**src/source/ppu_pkg.sv**
```systemverilog
`default_nettype none

package ppu_pkg;

    // pixel coordinate, wide enough for the full 800x525 raster
    typedef logic [9:0] coord_t;

    // horizontal timing in pixels
    localparam coord_t h_active = 10'd640;
    localparam coord_t h_front  = 10'd16;
    localparam coord_t h_sync   = 10'd96;
    localparam coord_t h_back   = 10'd48;
    localparam coord_t h_total  = h_active + h_front + h_sync + h_back;

    // vertical timing in lines
    localparam coord_t v_active = 10'd480;
    localparam coord_t v_front  = 10'd10;
    localparam coord_t v_sync   = 10'd2;
    localparam coord_t v_back   = 10'd33;
    localparam coord_t v_total  = v_active + v_front + v_sync + v_back;

    // board geometry, origins are the top left grid pixel
    localparam coord_t square_size  = 10'd16;
    localparam coord_t grid_squares = 10'd10;
    localparam coord_t board0_col0  = 10'd112;
    localparam coord_t board1_col0  = 10'd390;
    localparam coord_t board_row0   = 10'd199;

    // square number on one board, 0 to 99
    typedef logic [6:0] square_idx_t;

    typedef enum logic [1:0] {
        st_empty = 2'b00,
        st_miss  = 2'b01,
        st_hit   = 2'b10,
        st_ship  = 2'b11
    } square_state_e;

    typedef enum logic [1:0] {
        ship_2 = 2'b00,
        ship_3 = 2'b01,
        ship_4 = 2'b10,
        ship_5 = 2'b11
    } ship_type_e;

    typedef struct packed {
        square_state_e state;
        ship_type_e    ship;
        logic          sel;
        logic          ai;
    } square_entry_t;

    // rrr_ggg_bb
    typedef logic [7:0] rgb332_t;

    localparam rgb332_t water_color  = 8'b000_010_10;
    localparam rgb332_t grid_color   = 8'b110_110_11;
    localparam rgb332_t miss_color   = 8'b111_111_11;
    localparam rgb332_t hit_color    = 8'b111_000_00;
    localparam rgb332_t ship_color_2 = 8'b011_011_01;
    localparam rgb332_t ship_color_3 = 8'b100_100_10;
    localparam rgb332_t ship_color_4 = 8'b010_010_01;
    localparam rgb332_t ship_color_5 = 8'b101_011_01;
    localparam rgb332_t ai_color     = 8'b000_111_00;

endpackage

`default_nettype wire
```
**src/source/ppu_top.sv**
```systemverilog
`timescale 1ns/1ns
`default_nettype none

module ppu_top (
    input  wire logic                  vga_clk,
    input  wire logic                  rst_n,
    input  wire logic                  receive,
    input  wire logic                  board,
    input  wire ppu_pkg::square_idx_t  square_update,
    input  wire ppu_pkg::square_state_e square_state,
    input  wire ppu_pkg::ship_type_e   ship_type,
    input  wire logic                  square_sel,
    input  wire logic                  ai,
    output logic [7:0]                 r,
    output logic [7:0]                 g,
    output logic [7:0]                 b,
    output logic                       hs,
    output logic                       vs,
    output logic                       blank_n
);

    import ppu_pkg::*;

    coord_t        next_x;
    coord_t        next_y;
    logic          on_board;
    logic          loc_board;
    square_idx_t   loc_square;
    logic [3:0]    off_x;
    logic [3:0]    off_y;
    square_entry_t entry;
    rgb332_t       pixel_rgb;

    square_store i_store (
        .vga_clk       (vga_clk),
        .rst_n         (rst_n),
        .receive       (receive),
        .board         (board),
        .square_update (square_update),
        .square_state  (square_state),
        .ship_type     (ship_type),
        .square_sel    (square_sel),
        .ai            (ai),
        .read_board    (loc_board),
        .read_square   (loc_square),
        .read_entry    (entry)
    );

    // location lags next_x/next_y by one edge
    square_locator i_locator (
        .vga_clk    (vga_clk),
        .rst_n      (rst_n),
        .next_x     (next_x),
        .next_y     (next_y),
        .on_board   (on_board),
        .loc_board  (loc_board),
        .loc_square (loc_square),
        .off_x      (off_x),
        .off_y      (off_y)
    );

    pixel_compositor i_compositor (
        .on_board  (on_board),
        .entry     (entry),
        .off_x     (off_x),
        .off_y     (off_y),
        .pixel_rgb (pixel_rgb)
    );

    vga_timing i_timing (
        .vga_clk   (vga_clk),
        .rst_n     (rst_n),
        .pixel_rgb (pixel_rgb),
        .next_x    (next_x),
        .next_y    (next_y),
        .r         (r),
        .g         (g),
        .b         (b),
        .hs        (hs),
        .vs        (vs),
        .blank_n   (blank_n)
    );

endmodule

`default_nettype wire

```
**src/source/pixel_compositor.sv**
```systemverilog
`timescale 1ns/1ns
`default_nettype none

module pixel_compositor (
    input  wire logic                  on_board,
    input  wire ppu_pkg::square_entry_t entry,
    input  wire logic [3:0]            off_x,
    input  wire logic [3:0]            off_y,
    output ppu_pkg::rgb332_t           pixel_rgb
);

    import ppu_pkg::*;

    logic    on_grid;
    rgb332_t ship_rgb;
    rgb332_t state_rgb;
    rgb332_t marked_rgb;
    rgb332_t interior_rgb;

    // first row and column of every square carry the grid line
    assign on_grid = (off_x == 4'd0) || (off_y == 4'd0);

    always_comb begin
        case (entry.ship)
            ship_2:  ship_rgb = ship_color_2;
            ship_3:  ship_rgb = ship_color_3;
            ship_4:  ship_rgb = ship_color_4;
            ship_5:  ship_rgb = ship_color_5;
            default: ship_rgb = ship_color_2;
        endcase
    end

    always_comb begin
        case (entry.state)
            st_empty: state_rgb = water_color;
            st_miss:  state_rgb = miss_color;
            st_hit:   state_rgb = hit_color;
            st_ship:  state_rgb = ship_rgb;
            default:  state_rgb = water_color;
        endcase
    end

    // ai mark first, selection inverts on top of it
    assign marked_rgb   = entry.ai ? ai_color : state_rgb;
    assign interior_rgb = entry.sel ? ~marked_rgb : marked_rgb;

    always_comb begin
        if (!on_board) begin
            pixel_rgb = water_color;
        end else if (on_grid) begin
            pixel_rgb = grid_color;
        end else begin
            pixel_rgb = interior_rgb;
        end
    end

endmodule

`default_nettype wire

```
**src/source/square_locator.sv**
```systemverilog
`timescale 1ns/1ns
`default_nettype none

module square_locator (
    input  wire logic            vga_clk,
    input  wire logic            rst_n,
    input  wire ppu_pkg::coord_t next_x,
    input  wire ppu_pkg::coord_t next_y,
    output logic                 on_board,
    output logic                 loc_board,
    output ppu_pkg::square_idx_t loc_square,
    output logic [3:0]           off_x,
    output logic [3:0]           off_y
);

    import ppu_pkg::*;

    logic        in_rows;
    logic        in_b0;
    logic        in_b1;
    coord_t      dx;
    coord_t      dy;
    logic [3:0]  sq_col;
    logic [3:0]  sq_row;
    square_idx_t sq_idx;

    // both grids share the same rows
    assign in_rows = (next_y >= board_row0) &&
                     (next_y <  board_row0 + square_size * grid_squares);
    assign in_b0   = in_rows && (next_x >= board0_col0) &&
                     (next_x < board0_col0 + square_size * grid_squares);
    assign in_b1   = in_rows && (next_x >= board1_col0) &&
                     (next_x < board1_col0 + square_size * grid_squares);

    // offset from the origin of whichever grid we are in
    assign dx = next_x - (in_b1 ? board1_col0 : board0_col0);
    assign dy = next_y - board_row0;

    // 16 pixel squares, so the column and row are bits 7:4
    assign sq_col = dx[7:4];
    assign sq_row = dy[7:4];
    assign sq_idx = {3'b0, sq_row} * square_idx_t'(grid_squares) + {3'b0, sq_col};

    always_ff @(posedge vga_clk or negedge rst_n) begin
        if (!rst_n) begin
            on_board   <= 1'b0;
            loc_board  <= 1'b0;
            loc_square <= '0;
            off_x      <= '0;
            off_y      <= '0;
        end else begin
            on_board   <= in_b0 || in_b1;
            loc_board  <= in_b1;
            // keep the read address in range off the grids
            loc_square <= (in_b0 || in_b1) ? sq_idx : '0;
            off_x      <= dx[3:0];
            off_y      <= dy[3:0];
        end
    end

endmodule

`default_nettype wire

```
**src/source/vga_timing.sv**
```systemverilog
`timescale 1ns/1ns
`default_nettype none

module vga_timing (
    input  wire logic             vga_clk,
    input  wire logic             rst_n,
    input  wire ppu_pkg::rgb332_t pixel_rgb,
    output ppu_pkg::coord_t       next_x,
    output ppu_pkg::coord_t       next_y,
    output logic [7:0]            r,
    output logic [7:0]            g,
    output logic [7:0]            b,
    output logic                  hs,
    output logic                  vs,
    output logic                  blank_n
);

    import ppu_pkg::*;

    coord_t h_cnt;
    coord_t v_cnt;
    logic   line_end;
    logic   frame_end;
    logic   active;
    logic   hs_raw;
    logic   vs_raw;

    // first stage, lines up with the locator register
    logic   active_d;
    logic   hs_d;
    logic   vs_d;

    assign line_end  = (h_cnt == h_total - 10'd1);
    assign frame_end = (v_cnt == v_total - 10'd1);

    always_ff @(posedge vga_clk or negedge rst_n) begin
        if (!rst_n) begin
            h_cnt <= '0;
            v_cnt <= '0;
        end else if (line_end) begin
            h_cnt <= '0;
            if (frame_end) begin
                v_cnt <= '0;
            end else begin
                v_cnt <= v_cnt + 10'd1;
            end
        end else begin
            h_cnt <= h_cnt + 10'd1;
        end
    end

    assign next_x = h_cnt;
    assign next_y = v_cnt;

    assign active = (h_cnt < h_active) && (v_cnt < v_active);

    // sync pulses are active low
    assign hs_raw = !((h_cnt >= h_active + h_front) &&
                      (h_cnt <  h_active + h_front + h_sync));
    assign vs_raw = !((v_cnt >= v_active + v_front) &&
                      (v_cnt <  v_active + v_front + v_sync));

    always_ff @(posedge vga_clk or negedge rst_n) begin
        if (!rst_n) begin
            active_d <= 1'b0;
            hs_d     <= 1'b1;
            vs_d     <= 1'b1;
        end else begin
            active_d <= active;
            hs_d     <= hs_raw;
            vs_d     <= vs_raw;
        end
    end

    // output stage, black outside the active window
    always_ff @(posedge vga_clk or negedge rst_n) begin
        if (!rst_n) begin
            r       <= '0;
            g       <= '0;
            b       <= '0;
            hs      <= 1'b1;
            vs      <= 1'b1;
            blank_n <= 1'b0;
        end else begin
            r       <= active_d ? {pixel_rgb[7:5], 5'b0} : 8'd0;
            g       <= active_d ? {pixel_rgb[4:2], 5'b0} : 8'd0;
            b       <= active_d ? {pixel_rgb[1:0], 6'b0} : 8'd0;
            hs      <= hs_d;
            vs      <= vs_d;
            blank_n <= active_d;
        end
    end

endmodule

`default_nettype wire

```
**src/source/square_store.sv**
```systemverilog
`timescale 1ns/1ns
`default_nettype none

module square_store (
    input  wire logic                  vga_clk,
    input  wire logic                  rst_n,
    input  wire logic                  receive,
    input  wire logic                  board,
    input  wire ppu_pkg::square_idx_t  square_update,
    input  wire ppu_pkg::square_state_e square_state,
    input  wire ppu_pkg::ship_type_e   ship_type,
    input  wire logic                  square_sel,
    input  wire logic                  ai,
    input  wire logic                  read_board,
    input  wire ppu_pkg::square_idx_t  read_square,
    output ppu_pkg::square_entry_t     read_entry
);

    import ppu_pkg::*;

    // one bank of entries per board
    square_entry_t bank [2][grid_squares * grid_squares];

    square_entry_t new_entry;
    logic          write_en;

    assign new_entry.state = square_state;
    assign new_entry.ship  = ship_type;
    assign new_entry.sel   = square_sel;
    assign new_entry.ai    = ai;

    // squares past the last one are dropped
    assign write_en = receive && (square_update < grid_squares * grid_squares);

    always_ff @(posedge vga_clk or negedge rst_n) begin
        if (!rst_n) begin
            // both boards start empty, nothing selected
            bank <= '{default: '0};
        end else if (write_en) begin
            bank[board][square_update] <= new_entry;
        end
    end

    // locator only ever presents squares 0 to 99
    assign read_entry = bank[read_board][read_square];

endmodule

`default_nettype wire

```
**config.mk**
```make
export PLATFORM = sky130hd
export DESIGN_NAME = ppu_top
export DESIGN_NICKNAME = d
export VERILOG_FILES = /design/src/source/ppu_pkg.sv /design/src/source/ppu_top.sv /design/src/source/pixel_compositor.sv /design/src/source/square_locator.sv /design/src/source/vga_timing.sv /design/src/source/square_store.sv
export SDC_FILE = /design/constraint.sdc
export NUM_CORES = 2
export LEC_CHECK = 0
export BUFFER_PORTS_ARGS = -buffer_cell sky130_fd_sc_hd__clkbuf_2
export CELL_PAD_IN_SITES_DETAIL_PLACEMENT = 1
export CELL_PAD_IN_SITES_GLOBAL_PLACEMENT = 2
export CORE_ASPECT_RATIO = 0.8
export CORE_UTILIZATION = 43
export CTS_CLUSTER_DIAMETER = 50
export DETAILED_ROUTE_END_ITERATION = 8
export HOLD_SLACK_MARGIN = 0.02
export PLACE_DENSITY_LB_ADDON = 0.25
export SLEW_MARGIN = 20
export SYNTH_ARGS = -nofsm -noshare
export SYNTH_HDL_FRONTEND = slang
export SYNTH_HIERARCHICAL = 1
export SYNTH_SLANG_ARGS = --single-unit
```
**constraint.sdc**
```tcl
create_clock -name vga_clk -period 3.61 [get_ports vga_clk]
set_input_delay 0.9025 -clock vga_clk [delete_from_list [all_inputs] [get_ports vga_clk]]
set_output_delay 0.9025 -clock vga_clk [all_outputs]
set_load 0.01 [all_outputs]
```
[Word-level counts from Yosys, hierarchy flattened]
Index checks and enable logic that the tools add are counted.
Storage, ports and cells
  register bits: 1267
  bits of input ports: 17
  output and inout port bits: 27
  word-level logic and storage cells: 897
Cells by class
  $add $sub $neg: 5
  multipliers: 1
  magnitude comparators: 19
  equality and inequality tests: 8
  muxes and demuxes: 24
  bitwise operators: 5
  reductions and logical operators: 19
Operators by type and width (number)
  $mux W600: 4
  $bwmux W1200: 1
  $demux W600 S1: 1
  $mux W8: 8
  $pmux W8 S4: 2
  $bmux W6 S7: 1
  $demux W6 S7: 1
  $lt A10 B9 Y1 const B: 4
  $lt A10 B10 Y1 const B: 3
  $add A10 B1 Y10 const B: 2
  $eq A10 B10 Y1 const B: 2
  $ge A10 B9 Y1 const B: 2
  $mux W10: 2
  $mux W6: 3
  $ge A8 B8 Y1 const B: 2
  $not A7 Y8: 2
  $logic_and A1 B1 Y1: 11
  $ge A10 B10 Y1 const B: 1
  $ge A10 B7 Y1 const B: 1
  $ge A10 B8 Y1 const B: 1
  $eq A2 B2 Y1 const B: 4
  $logic_not A4 Y1: 2
  $lt A8 B1 Y1 const B: 1
  $not A8 Y8: 1
  other kinds (13): 19

[Logic depth before layout (Yosys ltp)]
  depth after elaboration: 16
  mapped depth: 19
  gate-level depth less buffers: 18

[Cells and area by module]
The synthesis kept the hierarchy.
Modules (own cells, without submodules)
  square_store: times used 1, cells an instance 3612, area an instance 55640.9 µm², sequential area each 30028.8 µm²
  vga_timing: times used 1, cells an instance 143, area an instance 1596.5 µm², sequential area each 855.8 µm²
  square_locator: times used 1, cells an instance 108, area an instance 1138.6 µm², sequential area each 425.4 µm²
  pixel_compositor: times used 1, cells an instance 45, area an instance 319.1 µm², sequential area each 0.0 µm²

[Worst setup path after synthesis]
OpenSTA, ideal clock, no wires.
  path kind: register to register
  start: register i_timing.v_cnt[0], in the netlist i_timing/next_y[0]
  end: register i_locator.loc_square[6]
  setup time: 0.130 ns
  arrival: 3.739 ns
  data required time: 3.480 ns
  path slack: -0.258 ns
  stages on the path, launching flop included: 19
  buffers on the path: 0
  period minus slack after synthesis: 3.868 ns
  cells stage by stage: dfrtp_1 ha_1 a2111oi_2 or3_1 a21oi_2 nand2_2 inv_1 ha_1 fa_1 nand2b_1 a21oi_1 o21ai_0 xnor2_1 xnor2_1 ha_1 a21oi_1 or3b_2 xnor3_1 nor2_1
Between the ends
  cells in the longest elaborated chain, start to end: 8
  elaborated cells between the ends (all ways): 14
  those cells by class: 3 x add/sub; 1 x mul; 2 x order compare; 2 x mux; 6 x reduce/logical
Ends and longest elaborated chain
  start: declaration: RTL line vga_timing.sv:21  | coord_t v_cnt;
  start signal: assignment: RTL line vga_timing.sv:45  | v_cnt <= v_cnt + 10'd1;
  $ge A10 B8 Y1 / $lt A10 B9 Y1 (equally long branches): RTL line square_locator.sv:28, square_locator.sv:29
  $logic_and A1 B1 Y1 *: RTL line square_locator.sv:28  | assign in_rows = (next_y >= board_row0) &&
  $logic_and A1 B1 Y1 * (2 in a row): RTL line square_locator.sv:32  | assign in_b1 = in_rows && (next_x >= board1_col0) &&
  net i_locator.in_b1: RTL line square_locator.sv:20  | logic in_b1;
  $mux W8: RTL line square_locator.sv:36  | assign dx = next_x - (in_b1 ? board1_col0 : board0_col0);
  $sub A8 B8 Y8: RTL line square_locator.sv:36
  $add A7 B4 Y7: RTL line square_locator.sv:42  | assign sq_idx = {3'b0, sq_row} * square_idx_t'(grid_squares) + {3'b0, sq_col};
  $mux W7 *: RTL line square_locator.sv:55  | loc_square <= (in_b0 || in_b1) ? sq_idx : '0;
  end signal: assignment: RTL line square_locator.sv:55
  end: declaration: RTL line square_locator.sv:11  | output ppu_pkg::square_idx_t loc_square,
Mark *: on every way through the listed nets, which the timed path passes. The rest lies on a longest branch.
A chain may end at the register's enable or synchronous reset.

==> results.md <==
- WL per Instance: 29.36 µm
- DRT iter0 DRCs: 2,839
- Synth async-reset ratio: 1.000
- Worst Skew: between 0.02 and 0.03 ns
- Failing checks: setup timing
- Clock Tree Root: clkbuf_16
- Row Count: 120
- Sw power: around 7400 µW
- CP max FO: 7
- Synthesis-to-layout area growth: 18.94%
- Ratio of cells with drive above 1 in the final layout: 0.5465
- Core footprint: around 130,000 µm²
- Hpwl dp: 123,100 µm
- Largest family of logic cells by synthesized area: multiplexers
- Crit-path cells: buf_12, buf_12, bufbuf_16, buf_6, mux4_2, mux4_2, inv_4, a2111oi_4, buf_4, a211oi_2, buf_4, a31oi_4, buf_4, a31oi_2, xnor2_1, a21boi_1, and2_1
- Comb power frac: 0.055
- DRC: 0
- Synth top area cells: dfrtp_1 53%, mux2_2 22%, mux4_2 11%, mux2i_1 1.4%, mux2_1 1.2%
- Leak: 0.03253 µW
- Total gr overflow: 0
- Gate Count Post-Synth: 3,908
- Crit path max-delay family: buffers and inverters
- Commonest cells in the netlist: 1,247 x dfrtp_1, 1,152 x mux2_2, 287 x mux4_2
- Initial Util: 0.4358
- Multiplexer area fraction after synthesis: 0.3599
- Critical path data arrival time: about 4.4 ns
- Post-route clock period utilization: 1.035
- HP Class: primary input to async pin
- Antenna violations before repair: 5
- Most used cell, CP: buf_4
- Register area share after synthesis: 0.5334
- Setup ws final: -0.1252 ns
- CTS sink count: 1,251
- Setup TNS: -0.8322 ns
- Drt total wl: 181,900 µm
- Largest net degree at the start of global routing: between 100 and 150
- Vias in the first global route: about 39,000
- TritonCTS Buffers: about 140
- Synth Flop Type: dfrtp_1
- Worst Tran Pin Value: slightly above 0.9 ns
- Status: complete, but fails checks
- Final worst path period need: between 3 and 4 ns
- Max VDD drop: ~0.4 mV
- Clock Latency Late Sink: between 0.7 and 0.8 ns
- Post-Place Cells: just under 6,000
- P_int: approximately 24,000 µW
- Crit path kind: flip-flop to flip-flop
- CTS H-tree depth: 4
- Clock Power Share: 0.474
- Library cells used by synthesis: 88
- Post-DP Area: about 64,000 µm²
- Warnings, synthesis: 6
- Power, Total: about 32,000 µW
- Max_cap viols: 0
- Synth Register Bits: approximately 1,300
- Final Max Tran Viols: 0
- Delay of the slowest critical-path stage: 0.51 ns
- PortBufs: 27
- Share of power burned in registers: 0.471
- Clk buf depth: 3
- Slew HR: 0.3887
- Post-Synth Adder-Cell Area: 0.005500
- Final setup viols: 9
- Die Area: about 140,000 µm²
- I/O pin cnt: 44
- Most common cell in the synthesized netlist: dfrtp_1
- RSZ-0062 raised after global routing: yes
- Mean Syn Cell Area: between 15 and 20 µm²
- Endpoint class of the critical path: flip-flop
- Die X-Extent: around 420 µm
- Top-area cell type share of the netlist area: 0.5316
- Routability cong.: around 0.88
- Post-route ant nets: 0
- Buffers & Inverters on Critical Path: 8
- FILL cells: approximately 13,000
- Layout Nets: around 4,400
- GRT Total Usage: 0.2694
- Via count: between 30,000 and 40,000
- Power density over the cells: between 400 and 500 nW/µm²
- End-of-flow core utilization: 0.5184
- Via density: 5.862
- Post-synthesis xor/xnor area fraction: 0.005883
- Fmax: roughly 0.27 GHz
- Drt pass-1 iters: 7
- Number of flops mapped to enable cells by yosys: 0
- Final instance area: around 70,000 µm²
- Complex-gate fraction of the synthesized area: 0.02473
- Die Ht: 332.5 µm
- Worst path required time: roughly 4.3 ns
- Synth Cell Area: roughly 59,000 µm²
- Crit path launch type: flip-flop
- CTS tree: yes
- Final Hold Vio Count: 0
- Switching share of total power: 0.2344
- First-pass GRT wire length: between 200,000 and 300,000 µm
- Post-route insts no fill: between 6,000 and 7,000
- Yosys top cell by area: dfrtp_1
- CP max stage cell: mux4_2
- Clock transition at the registers of the reported paths: ~0.07 ns
- Synth Area in Simple Gates: 0.04302
stage by stage:
stage	hold WS, ns	setup slack, ns
final	0.09104	-0.1252
after global routing	0.1064	-0.2734
after CTS	0.05698	-0.1529
after detailed placement	0.3499	-0.5093
after global placement	0.3460	-0.5132
after floorplan	0.3452	0.01099
power by group through the flow:
stage,sequential (µW),combinational (µW),clock [µW]
floorplan,15000,961,0
global placement,15100,1660,0
detailed placement,15100,1700,0
CTS,14800,1730,15300
global route,14900,1870,15800
finish,14900,1720,14900
logic make-up (layout without fill, tap and decap cells):
family                     Yosys count  after routing
adders and majority gates           24             24
muxes                             1590           1590
AOI/OAI and AO/OA                  201            201
DFF                               1251           1251
xor gates and xnor gates            37             37
and+or+nand+nor                    485            485
other                                1             17
buffers and inverters              319            822
worst paths after layout:
check                               startpoint                 to  slack, ns  cells past startpoint
setup / recovery           i_locator/loc_board      i_timing/r[6]      -0.13                     17
hold / removal                           rst_n  i_store/bank[775]       0.09                      1
setup reg to reg           i_locator/loc_board      i_timing/r[6]      -0.13                     17
hold reg to reg                  i_timing/vs_d        i_timing/vs       0.36                      0
max in group asynchronous                rst_n  i_store/bank[329]       2.38                      2
min in group vga_clk             i_timing/vs_d        i_timing/vs       0.36                      0
routing by layer:
layer  GRT usage  share of wire  vias to the layer above
met3     0.04585          0.056                      267
met5           0              0                        -
met1      0.4011           0.47                    19900
met2      0.4004           0.45                      866
met4     0.08660          0.028                        0
li1            -              -                    15280
worst reg2reg max path: stages, from the launching register on:
cell and delay [ns]:
dfrtp_4 0.49, buf_12 0.16, buf_12 0.15, bufbuf_16 0.27, buf_6 0.12, mux4_2 0.42, mux4_2 0.51, inv_4 0.12
a2111oi_4 0.07, buf_4 0.17, a211oi_2 0.16, buf_4 0.18, a31oi_4 0.08, buf_4 0.19, a31oi_2 0.14, xnor2_1 0.14
a21boi_1 0.08, and2_1 0.18
cells in the final DEF, fill, tap and decap left out, drive strengths merged, types with 32 or more instances in the layout:
cell type,instances
a22oi,41
buf,512
clkbuf,221
clkinv,32
dfrtp,1247
inv,36
mux2,1214
mux2i,83
mux4,293
nand2,123
nand3,36
nor2,203
area by class of cell:
cell class / instances / area (µm²) / area share
clock inverters: 58 / 596.8 / 0.008549
repair buffers: 535 / 4950 / 0.07090
inverters: 28 / 110.1 / 0.001577
flip-flops and latches: 1251 / 31330 / 0.4487
clock buffers: 201 / 4277 / 0.06126
multi-input cells: 2353 / 26340 / 0.3772
diodes: 1 / 2.502 / 0.00003584
well taps: 1769 / 2213 / 0.03170
state kept, by name (all words and copies together), names as in the netlist, 2 cells and up:
| signal | cells |
|---|---|
| i_timing/b | 2 |
| i_timing/g | 3 |
| i_locator/loc_square | 7 |
| i_locator/off_y | 4 |
| i_locator/off_x | 4 |
| i_store/bank | 1200 |
| i_timing/r | 3 |
| i_timing/next_y | 10 |
| i_timing/next_x | 10 |
timing repair:
| item | CTS | global route |
|---|---|---|
| setup endpoints to repair | 10 | 12 |
| hold buffers | 0 | 0 |
| resized for setup | 59 | 43 |
| setup buffers | 23 | 6 |
| gates cloned | 4 | 0 |
| pin swaps | 41 | 35 |
| hold endpoints to repair | 0 | 0 |
Power figures use the tool's default switching activity.
